### src/hw/cache_cfg_pkg.sv
package cache_cfg_pkg;

	// --------------------------------------------------
	// address geometry
	// --------------------------------------------------

	// core addresses count words, not bytes
	localparam int BW_WORD_ADDR = 16;

	localparam int BW_BLOCK = 2;                              // word offset inside a block
	localparam int WORDS_PER_BLOCK = 1 << BW_BLOCK;           // 4 words per block

	// tag is everything above the word offset
	localparam int BW_TAG = BW_WORD_ADDR - BW_BLOCK;

	// --------------------------------------------------
	// data path
	// --------------------------------------------------

	localparam int BW_DATA = 32;                              // core and buffer word width

endpackage

### src/hw/cache_ctrl_pkg.sv
package cache_ctrl_pkg;

	// controller FSM, one core request in flight at a time
	typedef enum logic [2:0] {
		IDLE,           // waiting for core_req_i with enable high
		LOOKUP,         // tag compare, hit access issued to data memory
		HIT_DONE,       // read data valid, done to core
		WB_REQ,         // writeback command to buffer
		WB_WORD,        // streaming dirty victim words out
		FILL_REQ,       // fill command to buffer
		FILL_WORD,      // streaming new block words in
		FILL_DONE       // finish original access, update tag
	} cache_state_e;

	// apb word offsets of the perf unit
	typedef enum logic [3:0] {
		REG_HIT   = 4'h0,   // hit counter, read only
		REG_MISS  = 4'h4,   // miss counter, read only
		REG_WB    = 4'h8,   // writeback counter, read only
		REG_CLEAR = 4'hC    // any write clears all counters
	} perf_reg_e;

endpackage

### src/hw/tag_memory_fa.sv
`timescale 1ns/1ps

module tag_memory_fa import cache_cfg_pkg::*; #(
	parameter int CACHE_BLOCK_CAPACITY = 8
) (
	input  logic                                    clock_i,
	input  logic                                    rst_i,
	input  logic                                    wren_i,   // write tag_i into entry add_i
	input  logic [BW_TAG-1:0]                       tag_i,    // lookup key, also write data
	input  logic [$clog2(CACHE_BLOCK_CAPACITY)-1:0] add_i,    // entry to write or read back
	output logic [$clog2(CACHE_BLOCK_CAPACITY)-1:0] add_o,    // entry holding tag_i
	output logic [BW_TAG-1:0]                       tag_o,    // tag stored at add_i
	output logic                                    hit_o
);

	localparam int BW_IDX = $clog2(CACHE_BLOCK_CAPACITY);

	logic [BW_TAG-1:0]               tags_q [CACHE_BLOCK_CAPACITY];
	logic [CACHE_BLOCK_CAPACITY-1:0] valid_q;
	logic [CACHE_BLOCK_CAPACITY-1:0] match;

	// --------------------------------------------------
	// storage
	// --------------------------------------------------
	always_ff @(posedge clock_i) begin
		if (rst_i) begin
			valid_q <= '0;                // cache starts empty
		end else if (wren_i) begin
			valid_q[add_i] <= 1'b1;       // entries are never invalidated
		end
	end

	always_ff @(posedge clock_i) begin
		if (wren_i) begin
			tags_q[add_i] <= tag_i;
		end
	end

	// --------------------------------------------------
	// parallel compare and encode
	// --------------------------------------------------
	always_comb begin
		add_o = '0;
		for (int i = 0; i < CACHE_BLOCK_CAPACITY; i++) begin
			match[i] = valid_q[i] && (tags_q[i] == tag_i);
			if (match[i]) begin
				add_o = BW_IDX'(i);       // at most one match, see below
			end
		end
	end

	assign hit_o = |match;
	assign tag_o = tags_q[add_i];         // victim tag for writeback address

	// the controller only writes a tag after a miss on it, so entries stay unique
	a_unique_match : assert property (@(posedge clock_i) disable iff (rst_i)
		$onehot0(match));

endmodule

### src/hw/cache_data_mem.sv
`timescale 1ns/1ps

module cache_data_mem import cache_cfg_pkg::*; #(
	parameter int CACHE_BLOCK_CAPACITY = 8
) (
	input  logic                                             clock_i,
	input  logic                                             wren_i,
	input  logic [$clog2(CACHE_BLOCK_CAPACITY)+BW_BLOCK-1:0] add_i,   // [block|word]
	input  logic [BW_DATA-1:0]                               data_i,
	output logic [BW_DATA-1:0]                               data_o   // one cycle after add_i
);

	localparam int DEPTH = CACHE_BLOCK_CAPACITY * WORDS_PER_BLOCK;

	logic [BW_DATA-1:0] mem_q [DEPTH];

	// single port, read returns old contents on a write cycle
	always_ff @(posedge clock_i) begin
		if (wren_i) begin
			mem_q[add_i] <= data_i;
		end
		data_o <= mem_q[add_i];            // registered read
	end

endmodule

### src/hw/cache_controller.sv
`timescale 1ns/1ps

module cache_controller import cache_cfg_pkg::*, cache_ctrl_pkg::*; #(
	parameter int CACHE_BLOCK_CAPACITY = 8
) (
	input  logic                                             clock_i,
	input  logic                                             rst_i,
	input  logic                                             enable_i,
	// core side
	input  logic                                             core_req_i,
	input  logic                                             core_rw_i,     // 1 = write
	input  logic [BW_TAG-1:0]                                core_tag_i,
	input  logic [BW_BLOCK-1:0]                              core_word_i,
	input  logic [BW_DATA-1:0]                               core_data_i,
	output logic                                             core_done_o,
	output logic                                             core_hit_o,
	output logic [BW_DATA-1:0]                               core_data_o,
	// tag memory
	input  logic                                             cam_hit_i,
	input  logic [$clog2(CACHE_BLOCK_CAPACITY)-1:0]          cam_addr_i,    // index of matching tag
	input  logic [BW_TAG-1:0]                                cam_tag_i,     // tag at cam_addr_o
	output logic                                             cam_wren_o,
	output logic [$clog2(CACHE_BLOCK_CAPACITY)-1:0]          cam_addr_o,
	// data memory
	input  logic [BW_DATA-1:0]                               cache_mem_data_i,
	output logic [$clog2(CACHE_BLOCK_CAPACITY)+BW_BLOCK-1:0] cache_mem_add_o,
	output logic                                             cache_mem_rw_o,
	output logic [BW_DATA-1:0]                               cache_mem_data_o,
	// buffer side
	input  logic                                             mem_ready_i,
	input  logic                                             mem_ready_read_i,
	input  logic                                             mem_ready_write_i,
	input  logic [BW_DATA-1:0]                               buffer_data_i,
	output logic                                             mem_req_o,
	output logic                                             mem_req_block_o,
	output logic                                             mem_rw_o,      // 1 = writeback
	output logic [BW_WORD_ADDR-1:0]                          mem_addr_o,
	output logic [BW_DATA-1:0]                               buffer_data_o,
	output logic                                             read_o,
	output logic                                             write_o,
	// perf flags, one cycle each
	output logic                                             flag_hit_o,
	output logic                                             flag_miss_o,
	output logic                                             flag_writeback_o
);

	localparam int BW_IDX = $clog2(CACHE_BLOCK_CAPACITY);

	cache_state_e                    state_q, state_d;
	logic [BW_IDX-1:0]               victim_q;          // round-robin replacement pointer
	logic [CACHE_BLOCK_CAPACITY-1:0] dirty_q;
	logic [BW_BLOCK-1:0]             cnt_q, cnt_nxt;    // word counter for wb and fill
	logic [BW_DATA-1:0]              fill_word_q;       // requested word caught during fill
	logic                            last_word;

	assign cnt_nxt   = cnt_q + 1'b1;
	assign last_word = &cnt_q;

	// --------------------------------------------------
	// next state
	// --------------------------------------------------
	always_comb begin
		state_d = state_q;
		case (state_q)
			IDLE:      if (enable_i && core_req_i) state_d = LOOKUP;
			LOOKUP: begin
				if (cam_hit_i) state_d = HIT_DONE;
				else if (dirty_q[victim_q]) state_d = WB_REQ;     // dirty implies valid
				else state_d = FILL_REQ;
			end
			HIT_DONE:  state_d = IDLE;
			WB_REQ:    if (mem_ready_i) state_d = WB_WORD;
			WB_WORD:   if (write_o && last_word) state_d = FILL_REQ;
			FILL_REQ:  if (mem_ready_i) state_d = FILL_WORD;
			FILL_WORD: if (read_o && last_word) state_d = FILL_DONE;
			FILL_DONE: state_d = IDLE;
			default:   state_d = IDLE;
		endcase
	end

	always_ff @(posedge clock_i) begin
		if (rst_i) begin
			state_q  <= IDLE;
			victim_q <= '0;
			dirty_q  <= '0;
			cnt_q    <= '0;
		end else begin
			state_q <= state_d;
			if (state_q == LOOKUP && cam_hit_i && core_rw_i) begin
				dirty_q[cam_addr_i] <= 1'b1;                        // write hit
			end
			if (state_q == FILL_DONE) begin
				dirty_q[victim_q] <= core_rw_i;                     // new block, dirty only on write miss
				victim_q <= victim_q + 1'b1;                        // wraps, capacity is a power of two
			end
			if (write_o || read_o) cnt_q <= cnt_nxt;                // wraps back to 0 after 4 words
		end
	end

	always_ff @(posedge clock_i) begin
		if (read_o && cnt_q == core_word_i) fill_word_q <= buffer_data_i;
	end

	// --------------------------------------------------
	// data memory port
	// --------------------------------------------------
	always_comb begin
		cache_mem_add_o  = {victim_q, cnt_q};      // wb_req prefetches word 0 here
		cache_mem_rw_o   = 1'b0;
		cache_mem_data_o = core_data_i;
		case (state_q)
			LOOKUP: begin
				cache_mem_add_o = {cam_addr_i, core_word_i};
				cache_mem_rw_o  = cam_hit_i && core_rw_i;
			end
			WB_WORD:   if (write_o) cache_mem_add_o = {victim_q, cnt_nxt};   // next word ready in time
			FILL_WORD: begin
				cache_mem_rw_o   = read_o;
				cache_mem_data_o = buffer_data_i;
			end
			FILL_DONE: begin
				cache_mem_add_o = {victim_q, core_word_i};
				cache_mem_rw_o  = core_rw_i;        // write miss lands on the fresh block
			end
			default: ;
		endcase
	end

	// --------------------------------------------------
	// outputs
	// --------------------------------------------------
	assign core_done_o = (state_q == HIT_DONE) || (state_q == FILL_DONE);
	assign core_hit_o  = (state_q == HIT_DONE);
	assign core_data_o = (state_q == FILL_DONE) ? fill_word_q : cache_mem_data_i;

	assign cam_wren_o = (state_q == FILL_DONE);
	assign cam_addr_o = victim_q;                 // also selects the writeback tag

	assign mem_req_o       = (state_q == WB_REQ) || (state_q == FILL_REQ);
	assign mem_req_block_o = mem_req_o;           // always whole blocks
	assign mem_rw_o        = (state_q == WB_REQ);
	assign mem_addr_o      = {(state_q == WB_REQ) ? cam_tag_i : core_tag_i, {BW_BLOCK{1'b0}}};
	assign buffer_data_o   = cache_mem_data_i;
	assign write_o         = (state_q == WB_WORD) && mem_ready_write_i;
	assign read_o          = (state_q == FILL_WORD) && mem_ready_read_i;

	assign flag_hit_o       = (state_q == LOOKUP) && cam_hit_i;
	assign flag_miss_o      = (state_q == LOOKUP) && !cam_hit_i;
	assign flag_writeback_o = (state_q == WB_REQ) && mem_ready_i;

	a_req_stable : assert property (@(posedge clock_i) disable iff (rst_i)
		mem_req_o && !mem_ready_i |=> mem_req_o && $stable(mem_addr_o) && $stable(mem_rw_o));

	a_done_pulse : assert property (@(posedge clock_i) disable iff (rst_i)
		core_done_o |=> !core_done_o);

endmodule

### src/hw/cache_perf_apb.sv
`timescale 1ns/1ps

module cache_perf_apb import cache_cfg_pkg::*, cache_ctrl_pkg::*; (
	input  logic                         clock_i,
	input  logic                         rst_i,
	input  logic                         hit_i,
	input  logic                         miss_i,
	input  logic                         writeback_i,
	// apb slave
	input  logic                         psel_i,
	input  logic                         penable_i,
	input  logic                         pwrite_i,
	input  logic [$bits(perf_reg_e)-1:0] paddr_i,
	input  logic [BW_DATA-1:0]           pwdata_i,
	output logic [BW_DATA-1:0]           prdata_o,
	output logic                         pready_o,
	output logic                         pslverr_o
);

	logic [BW_DATA-1:0] cnt_q [3];        // 0 hit, 1 miss, 2 writeback
	logic [2:0]         evt;
	logic               access, clear, reg_err;

	assign evt    = {writeback_i, miss_i, hit_i};
	assign access = psel_i && penable_i;
	// a write of any value to REG_CLEAR empties all counters
	assign clear  = access && pwrite_i && (paddr_i == REG_CLEAR);

	// --------------------------------------------------
	// saturating counters
	// --------------------------------------------------
	always_ff @(posedge clock_i) begin
		for (int i = 0; i < 3; i++) begin
			if (rst_i || clear) cnt_q[i] <= '0;
			else if (evt[i] && cnt_q[i] != '1) cnt_q[i] <= cnt_q[i] + 1'b1;
		end
	end

	// --------------------------------------------------
	// read decode without wait states
	// --------------------------------------------------
	always_comb begin
		prdata_o = '0;
		reg_err  = 1'b0;
		case (paddr_i)
			REG_HIT:   begin prdata_o = cnt_q[0]; reg_err = pwrite_i; end
			REG_MISS:  begin prdata_o = cnt_q[1]; reg_err = pwrite_i; end
			REG_WB:    begin prdata_o = cnt_q[2]; reg_err = pwrite_i; end
			REG_CLEAR: prdata_o = '0;            // write only in effect
			default:   reg_err = 1'b1;           // unmapped offset
		endcase
	end

	assign pready_o  = access;
	assign pslverr_o = access && reg_err;

	a_apb_setup : assert property (@(posedge clock_i) disable iff (rst_i)
		$rose(penable_i) |-> psel_i && $past(psel_i));

endmodule

### src/hw/cache_fa_top.sv
`timescale 1ns/1ps

module cache_fa_top import cache_cfg_pkg::*, cache_ctrl_pkg::*; #(
	parameter int CACHE_BLOCK_CAPACITY = 8
) (
	input  logic                         clock_i,
	input  logic                         rst_i,
	input  logic                         en_i,
	// core
	input  logic                         core_req_i,
	input  logic                         core_rw_i,
	input  logic [BW_WORD_ADDR-1:0]      core_add_i,
	input  logic [BW_DATA-1:0]           core_data_i,
	output logic                         core_done_o,
	output logic                         core_hit_o,
	output logic [BW_DATA-1:0]           core_data_o,
	// buffer
	input  logic                         mem_ready_i,
	input  logic                         mem_ready_read_i,
	input  logic                         mem_ready_write_i,
	input  logic [BW_DATA-1:0]           data_i,
	output logic                         mem_req_o,
	output logic                         mem_req_block_o,
	output logic                         mem_rw_o,
	output logic [BW_WORD_ADDR-1:0]      mem_add_o,
	output logic [BW_DATA-1:0]           data_o,
	output logic                         read_o,
	output logic                         write_o,
	// apb
	input  logic                         psel_i,
	input  logic                         penable_i,
	input  logic                         pwrite_i,
	input  logic [$bits(perf_reg_e)-1:0] paddr_i,
	input  logic [BW_DATA-1:0]           pwdata_i,
	output logic [BW_DATA-1:0]           prdata_o,
	output logic                         pready_o,
	output logic                         pslverr_o
);

	localparam int BW_IDX = $clog2(CACHE_BLOCK_CAPACITY);

	// --------------------------------------------------
	// address split and internal nets
	// --------------------------------------------------
	logic [BW_TAG-1:0]          req_tag;
	logic [BW_BLOCK-1:0]        req_word;
	logic                       cam_wren, cam_hit;
	logic [BW_IDX-1:0]          cam_index, cam_index_hit;
	logic [BW_TAG-1:0]          cam_tag_at_index;
	logic                       dmem_wren;
	logic [BW_IDX+BW_BLOCK-1:0] dmem_add;       // [block|word]
	logic [BW_DATA-1:0]         dmem_wdata, dmem_rdata;
	logic                       flag_hit, flag_miss, flag_wb;

	assign req_tag  = core_add_i[BW_WORD_ADDR-1:BW_BLOCK];
	assign req_word = core_add_i[BW_BLOCK-1:0];

	tag_memory_fa #(.CACHE_BLOCK_CAPACITY(CACHE_BLOCK_CAPACITY)) i_tag_mem (
		.clock_i (clock_i), .rst_i (rst_i), .wren_i (cam_wren), .tag_i (req_tag),
		.add_i (cam_index), .add_o (cam_index_hit), .tag_o (cam_tag_at_index), .hit_o (cam_hit)
	);

	cache_data_mem #(.CACHE_BLOCK_CAPACITY(CACHE_BLOCK_CAPACITY)) i_data_mem (
		.clock_i (clock_i), .wren_i (dmem_wren), .add_i (dmem_add),
		.data_i (dmem_wdata), .data_o (dmem_rdata)
	);

	cache_controller #(.CACHE_BLOCK_CAPACITY(CACHE_BLOCK_CAPACITY)) i_ctrl (
		.clock_i (clock_i), .rst_i (rst_i), .enable_i (en_i),
		.core_req_i (core_req_i), .core_rw_i (core_rw_i), .core_tag_i (req_tag),
		.core_word_i (req_word), .core_data_i (core_data_i), .core_done_o (core_done_o),
		.core_hit_o (core_hit_o), .core_data_o (core_data_o),
		.cam_hit_i (cam_hit), .cam_addr_i (cam_index_hit), .cam_tag_i (cam_tag_at_index),
		.cam_wren_o (cam_wren), .cam_addr_o (cam_index),
		.cache_mem_data_i (dmem_rdata), .cache_mem_add_o (dmem_add),
		.cache_mem_rw_o (dmem_wren), .cache_mem_data_o (dmem_wdata),
		.mem_ready_i (mem_ready_i), .mem_ready_read_i (mem_ready_read_i),
		.mem_ready_write_i (mem_ready_write_i), .buffer_data_i (data_i),
		.mem_req_o (mem_req_o), .mem_req_block_o (mem_req_block_o), .mem_rw_o (mem_rw_o),
		.mem_addr_o (mem_add_o), .buffer_data_o (data_o), .read_o (read_o), .write_o (write_o),
		.flag_hit_o (flag_hit), .flag_miss_o (flag_miss), .flag_writeback_o (flag_wb)
	);

	cache_perf_apb i_perf (
		.clock_i (clock_i), .rst_i (rst_i), .hit_i (flag_hit), .miss_i (flag_miss),
		.writeback_i (flag_wb), .psel_i (psel_i), .penable_i (penable_i), .pwrite_i (pwrite_i),
		.paddr_i (paddr_i), .pwdata_i (pwdata_i), .prdata_o (prdata_o), .pready_o (pready_o),
		.pslverr_o (pslverr_o)
	);

endmodule

### config.mk
export PLATFORM = sky130hd
export DESIGN_NAME = cache_fa_top
export DESIGN_NICKNAME = d
export VERILOG_FILES = /design/src/hw/cache_cfg_pkg.sv /design/src/hw/cache_ctrl_pkg.sv /design/src/hw/tag_memory_fa.sv /design/src/hw/cache_data_mem.sv /design/src/hw/cache_controller.sv /design/src/hw/cache_perf_apb.sv /design/src/hw/cache_fa_top.sv
export SDC_FILE = /design/constraint.sdc
export NUM_CORES = 2
export LEC_CHECK = 0
export BUFFER_PORTS_ARGS = -buffer_cell sky130_fd_sc_hd__buf_2
export CAP_MARGIN = 5
export CELL_PAD_IN_SITES_DETAIL_PLACEMENT = 1
export CELL_PAD_IN_SITES_GLOBAL_PLACEMENT = 2
export CORE_ASPECT_RATIO = 0.5
export CORE_MARGIN = 3
export CORE_UTILIZATION = 45
export CTS_BUF_LIST = sky130_fd_sc_hd__clkbuf_4 sky130_fd_sc_hd__clkbuf_8
export DETAILED_ROUTE_END_ITERATION = 10
export PLACE_DENSITY = 0.85
export SLEW_MARGIN = 20
export SYNTH_ARGS = -nofsm -noshare
export SYNTH_HDL_FRONTEND = slang
export SYNTH_SLANG_ARGS = --single-unit
### constraint.sdc
create_clock -name clock_i -period 5.56 [get_ports clock_i]
set_input_delay 0.556 -clock clock_i [delete_from_list [all_inputs] [get_ports clock_i]]
set_output_delay 0.556 -clock clock_i [all_outputs]
set_load 0.005 [all_outputs]
==> flow_summary.toml <==
[outcome]
status = "finished clean"

[power_and_ir_drop]
p_seq_share_pct = 53.2
power.total_w = 0.0209
power.switching_w = 0.00520
p_clk_share_pct = 38.2
p_comb_share_pct = 8.7
powerDensity_mw_per_mm2 = 326
vdd_ir_drop_max_uv = 226
p_leak_nw = 22.6
p_int_w = 0.0157
switching_share_pct = 24.9

[synth]
ys.warnings.count = 0
synth_top_area_share_pct = 67.1
netlist.top_cell.by_area = "edfxtp_1"
synth_cell_types = 69
synth-async-reset-ratio_pct = 0
synth.area.top_cells = "edfxtp_1, nand2_1, nand3_1"
synth_edf_count = 1264
synth_area_mm2 = 0.0565
synthCells = 4596
synth.yosys.seq_area_share_pct = 69.2
ys_seq_elements = 1323
synth_flop_cell = "edfxtp_1"
postSynthAreaPerCell_um2 = 12.3

[worst_setup_path]
cp.required_ns = 6.18
critPathCaptureType = "flip-flop"
cpPeakStageDelay_ns = 0.82
cp_cell_sequence = "xnor2_1, nand4_1, or4_1, nand4_1, o31ai_1, a21boi_0, buf_4, o21ai_2, nor2_4, buf_12"
cp_top_family = "compound AO/OA/AOI/OAI gates"
crit_path_frequent_cell = "nand4_1"
cp.arrival_ns = 4.93
cpMaxStageDelayCell = "o31ai_1"
crit_fanout = 22
worst-setup-path-type = "flip-flop to flip-flop"
start_kind = "flip-flop"
cp_num_buf_inv = 2

[die]
die_y_um = 257
rows = 91
io_pins = 248
die_w_um = 507
core_mm2 = 0.124
initial_utilization_pct = 45.6
die_area_mm2 = 0.130

[timing]
max_slew_margin_pct = 21.9
finalMaxSlewViolations = 0
hold_violations = 0
period_share_pct = 77.5
fin_setup_tns_ns = 0
fin_worst_skew_ns = 0.0433
post-route-min-period_ns = 4.31
worst_pin_slew_ns = 1.17
finalSetupViolations = 0
rsz0062_at_grt = "false"
timing.fmax_mhz = 232
layout_setup_ws_ns = 1.25

[grt]
antenna_found_initial = 8
gr-total-overflow = 0
grt_pass1_vias = 40900
grt_pass1_wl_um = 258000
grt_max_degree = 184
grt_usage_pct = 26.2

[layout]
multi_input_area_mm2 = 0.0164
nets = 4990
drive_above_1_share_pct = 15.5
n_fill_cell = 12700
area_growth_pct = 13.5
final_cells = 6693
seqCellArea_mm2 = 0.0391

[clock_tree]
clk-insertion-delay-late_ns = 0.91
cts_tree = "yes"
clockBufferDepth = 3
root_buffer = "clkbuf_8"
post-cts-setup-buffer-count = 0
cts_sinks = 1323
cts.htree.levels = 4
clk_pin_slew_ns = 0.07
cts_buffers = 188

[job]
cap_violations = 0

[place]
post-place-ws_ns = 0.763
finalWeightedCongestion = 0.841
numPortBuffers = 213
hpwl_um = 102000
dp_cells = 6308

[detailed_routing]
dr.pass1.iters = 6
drc = 0
drt_iter0_drc = 3855
wl_per_cell_um = 25.8
routed_wl_um = 173000
vias = 38900
ant_nets = 0
post_drt_via_cell_ratio = 5.82

[min_path]
hold_path.class = "primary input to flip-flop"
==> path summary, 6_finish.rpt <==
check	depth (start not counted)	endpoint	startpoint	slack, ns
hold reg to reg	2	i_tag_mem.valid_q[1]$_SDFFE_PP0P_	i_tag_mem.valid_q[1]$_SDFFE_PP0P_	0.51
setup reg to reg	10	i_data_mem.mem_q[6][26]$_DFFE_PP_	i_tag_mem.tags_q[7][13]$_DFFE_PP_	1.25
setup / recovery	10	i_data_mem.mem_q[6][26]$_DFFE_PP_	i_tag_mem.tags_q[7][13]$_DFFE_PP_	1.25
hold / removal	1	i_tag_mem.tags_q[6][7]$_DFFE_PP_	core_add_i[9]	0.15
==> cell families (layout without fill, tap and decap cells) <==
group,Yosys count,in the layout,synth area share [%]
AOI/OAI and AO/OA,195,195,2.34
xor gates and xnor gates,207,207,3.31
adders and majority gates,6,6,0.133
buffers and inverters,310,722,2.47
DFF,1323,1323,69.2
muxes,193,193,4.18
other,1,12,0.00663
and+or+nand+nor,2361,2361,18.3
==> what timing repair did <==
action                                  in CTS  in global routing
endpoints found under the setup margin       0                  0
gates resized for setup                      0                  0
hold buffers                                33                  0
endpoints found under the hold margin       33                  0
==> final cells by class <==
type | instances | share of cell area, %
well taps | 1674 | 3.26
inverters | 18 | 0.105
clock buffers | 278 | 5.20
repair buffers | 362 | 4.02
clock inverters | 64 | 0.751
flip-flops and latches | 1323 | 61.0
diodes | 10 | 0.0390
multi-input cells | 2964 | 25.6
==> through the flow <==
step | cell area [um2] | util (%) | hold slack [ns]
floorplan | 56500 | - | 0.447
global placement | 60000 | 48.4 | 0.480
detailed placement | 60000 | 48.4 | 0.501
CTS | 64100 | 51.7 | 0.0350
global route | 64200 | 51.7 | 0.101
finish | 64200 | 51.7 | 0.145
==> Yosys cell counts (all sizes together) (6+ instances only) <==
| cell type | instances |
|---|---|
| a211o | 12 |
| a21oi | 41 |
| a221o | 22 |
| a31oi | 56 |
| and2 | 6 |
| and3 | 59 |
| and4 | 7 |
| buf | 124 |
| clkbuf | 168 |
| dfxtp | 59 |
| edfxtp | 1264 |
| ha | 6 |
| inv | 17 |
| mux2 | 44 |
| mux2i | 119 |
| mux4 | 30 |
| nand2 | 1178 |
| nand3 | 711 |
| nand4 | 71 |
| nor2 | 248 |
| nor3 | 14 |
| nor4 | 20 |
| o21ai | 32 |
| or3 | 11 |
| or4 | 16 |
| xnor2 | 151 |
| xor2 | 56 |
==> placed cells by master, fill, tap and decap left out, drive strengths merged, types with 32 or more instances in the layout <==
master	count
edfxtp	1264
nand2	1178
nand3	711
buf	329
clkbuf	278
nor2	248
xnor2	151
mux2i	119
nand4	71
and3	59
dfxtp	59
a31oi	56
xor2	56
clkinv	52
mux2	44
a21oi	41
dlygate4sd3	33
o21ai	32
==> sequential cells by signal, indices dropped and copies added, names as in the netlist, named ones only <==
name / cells
i_ctrl.cam_addr_o: 3
i_ctrl.cnt_q: 2
i_ctrl.dirty_q: 8
i_ctrl.fill_word_q: 32
i_ctrl.state_q: 3
i_data_mem.data_o: 32
i_data_mem.mem_q: 1024
i_perf.cnt_q: 96
i_tag_mem.tags_q: 112
i_tag_mem.valid_q: 8
==> per-layer routing <==
metal | part of all wire [%] | wire [um] | vias to the layer above | GRT usage, %
met5 | 0 | 0 | - | 0
met2 | 48 | 83400 | 1342 | 43.1
met4 | 2.5 | 4370 | 0 | 8.06
li1 | - | - | 17100 | -
met1 | 43 | 73400 | 20200 | 36.0
met3 | 6.6 | 11300 | 264 | 4.03
==> power groups by stage <==
stage	sequential, W	combinational (W)	clock [W]
2_1_floorplan	0.0113	0.00111	0
3_3_place_gp	0.0113	0.00171	0
3_5_place_dp	0.0113	0.00179	0
4_1_cts	0.0111	0.00182	0.00813
5_1_grt	0.0111	0.00199	0.00858
6_report	0.0111	0.00181	0.00798
Note: power is estimated with default switching activity, not from simulation.
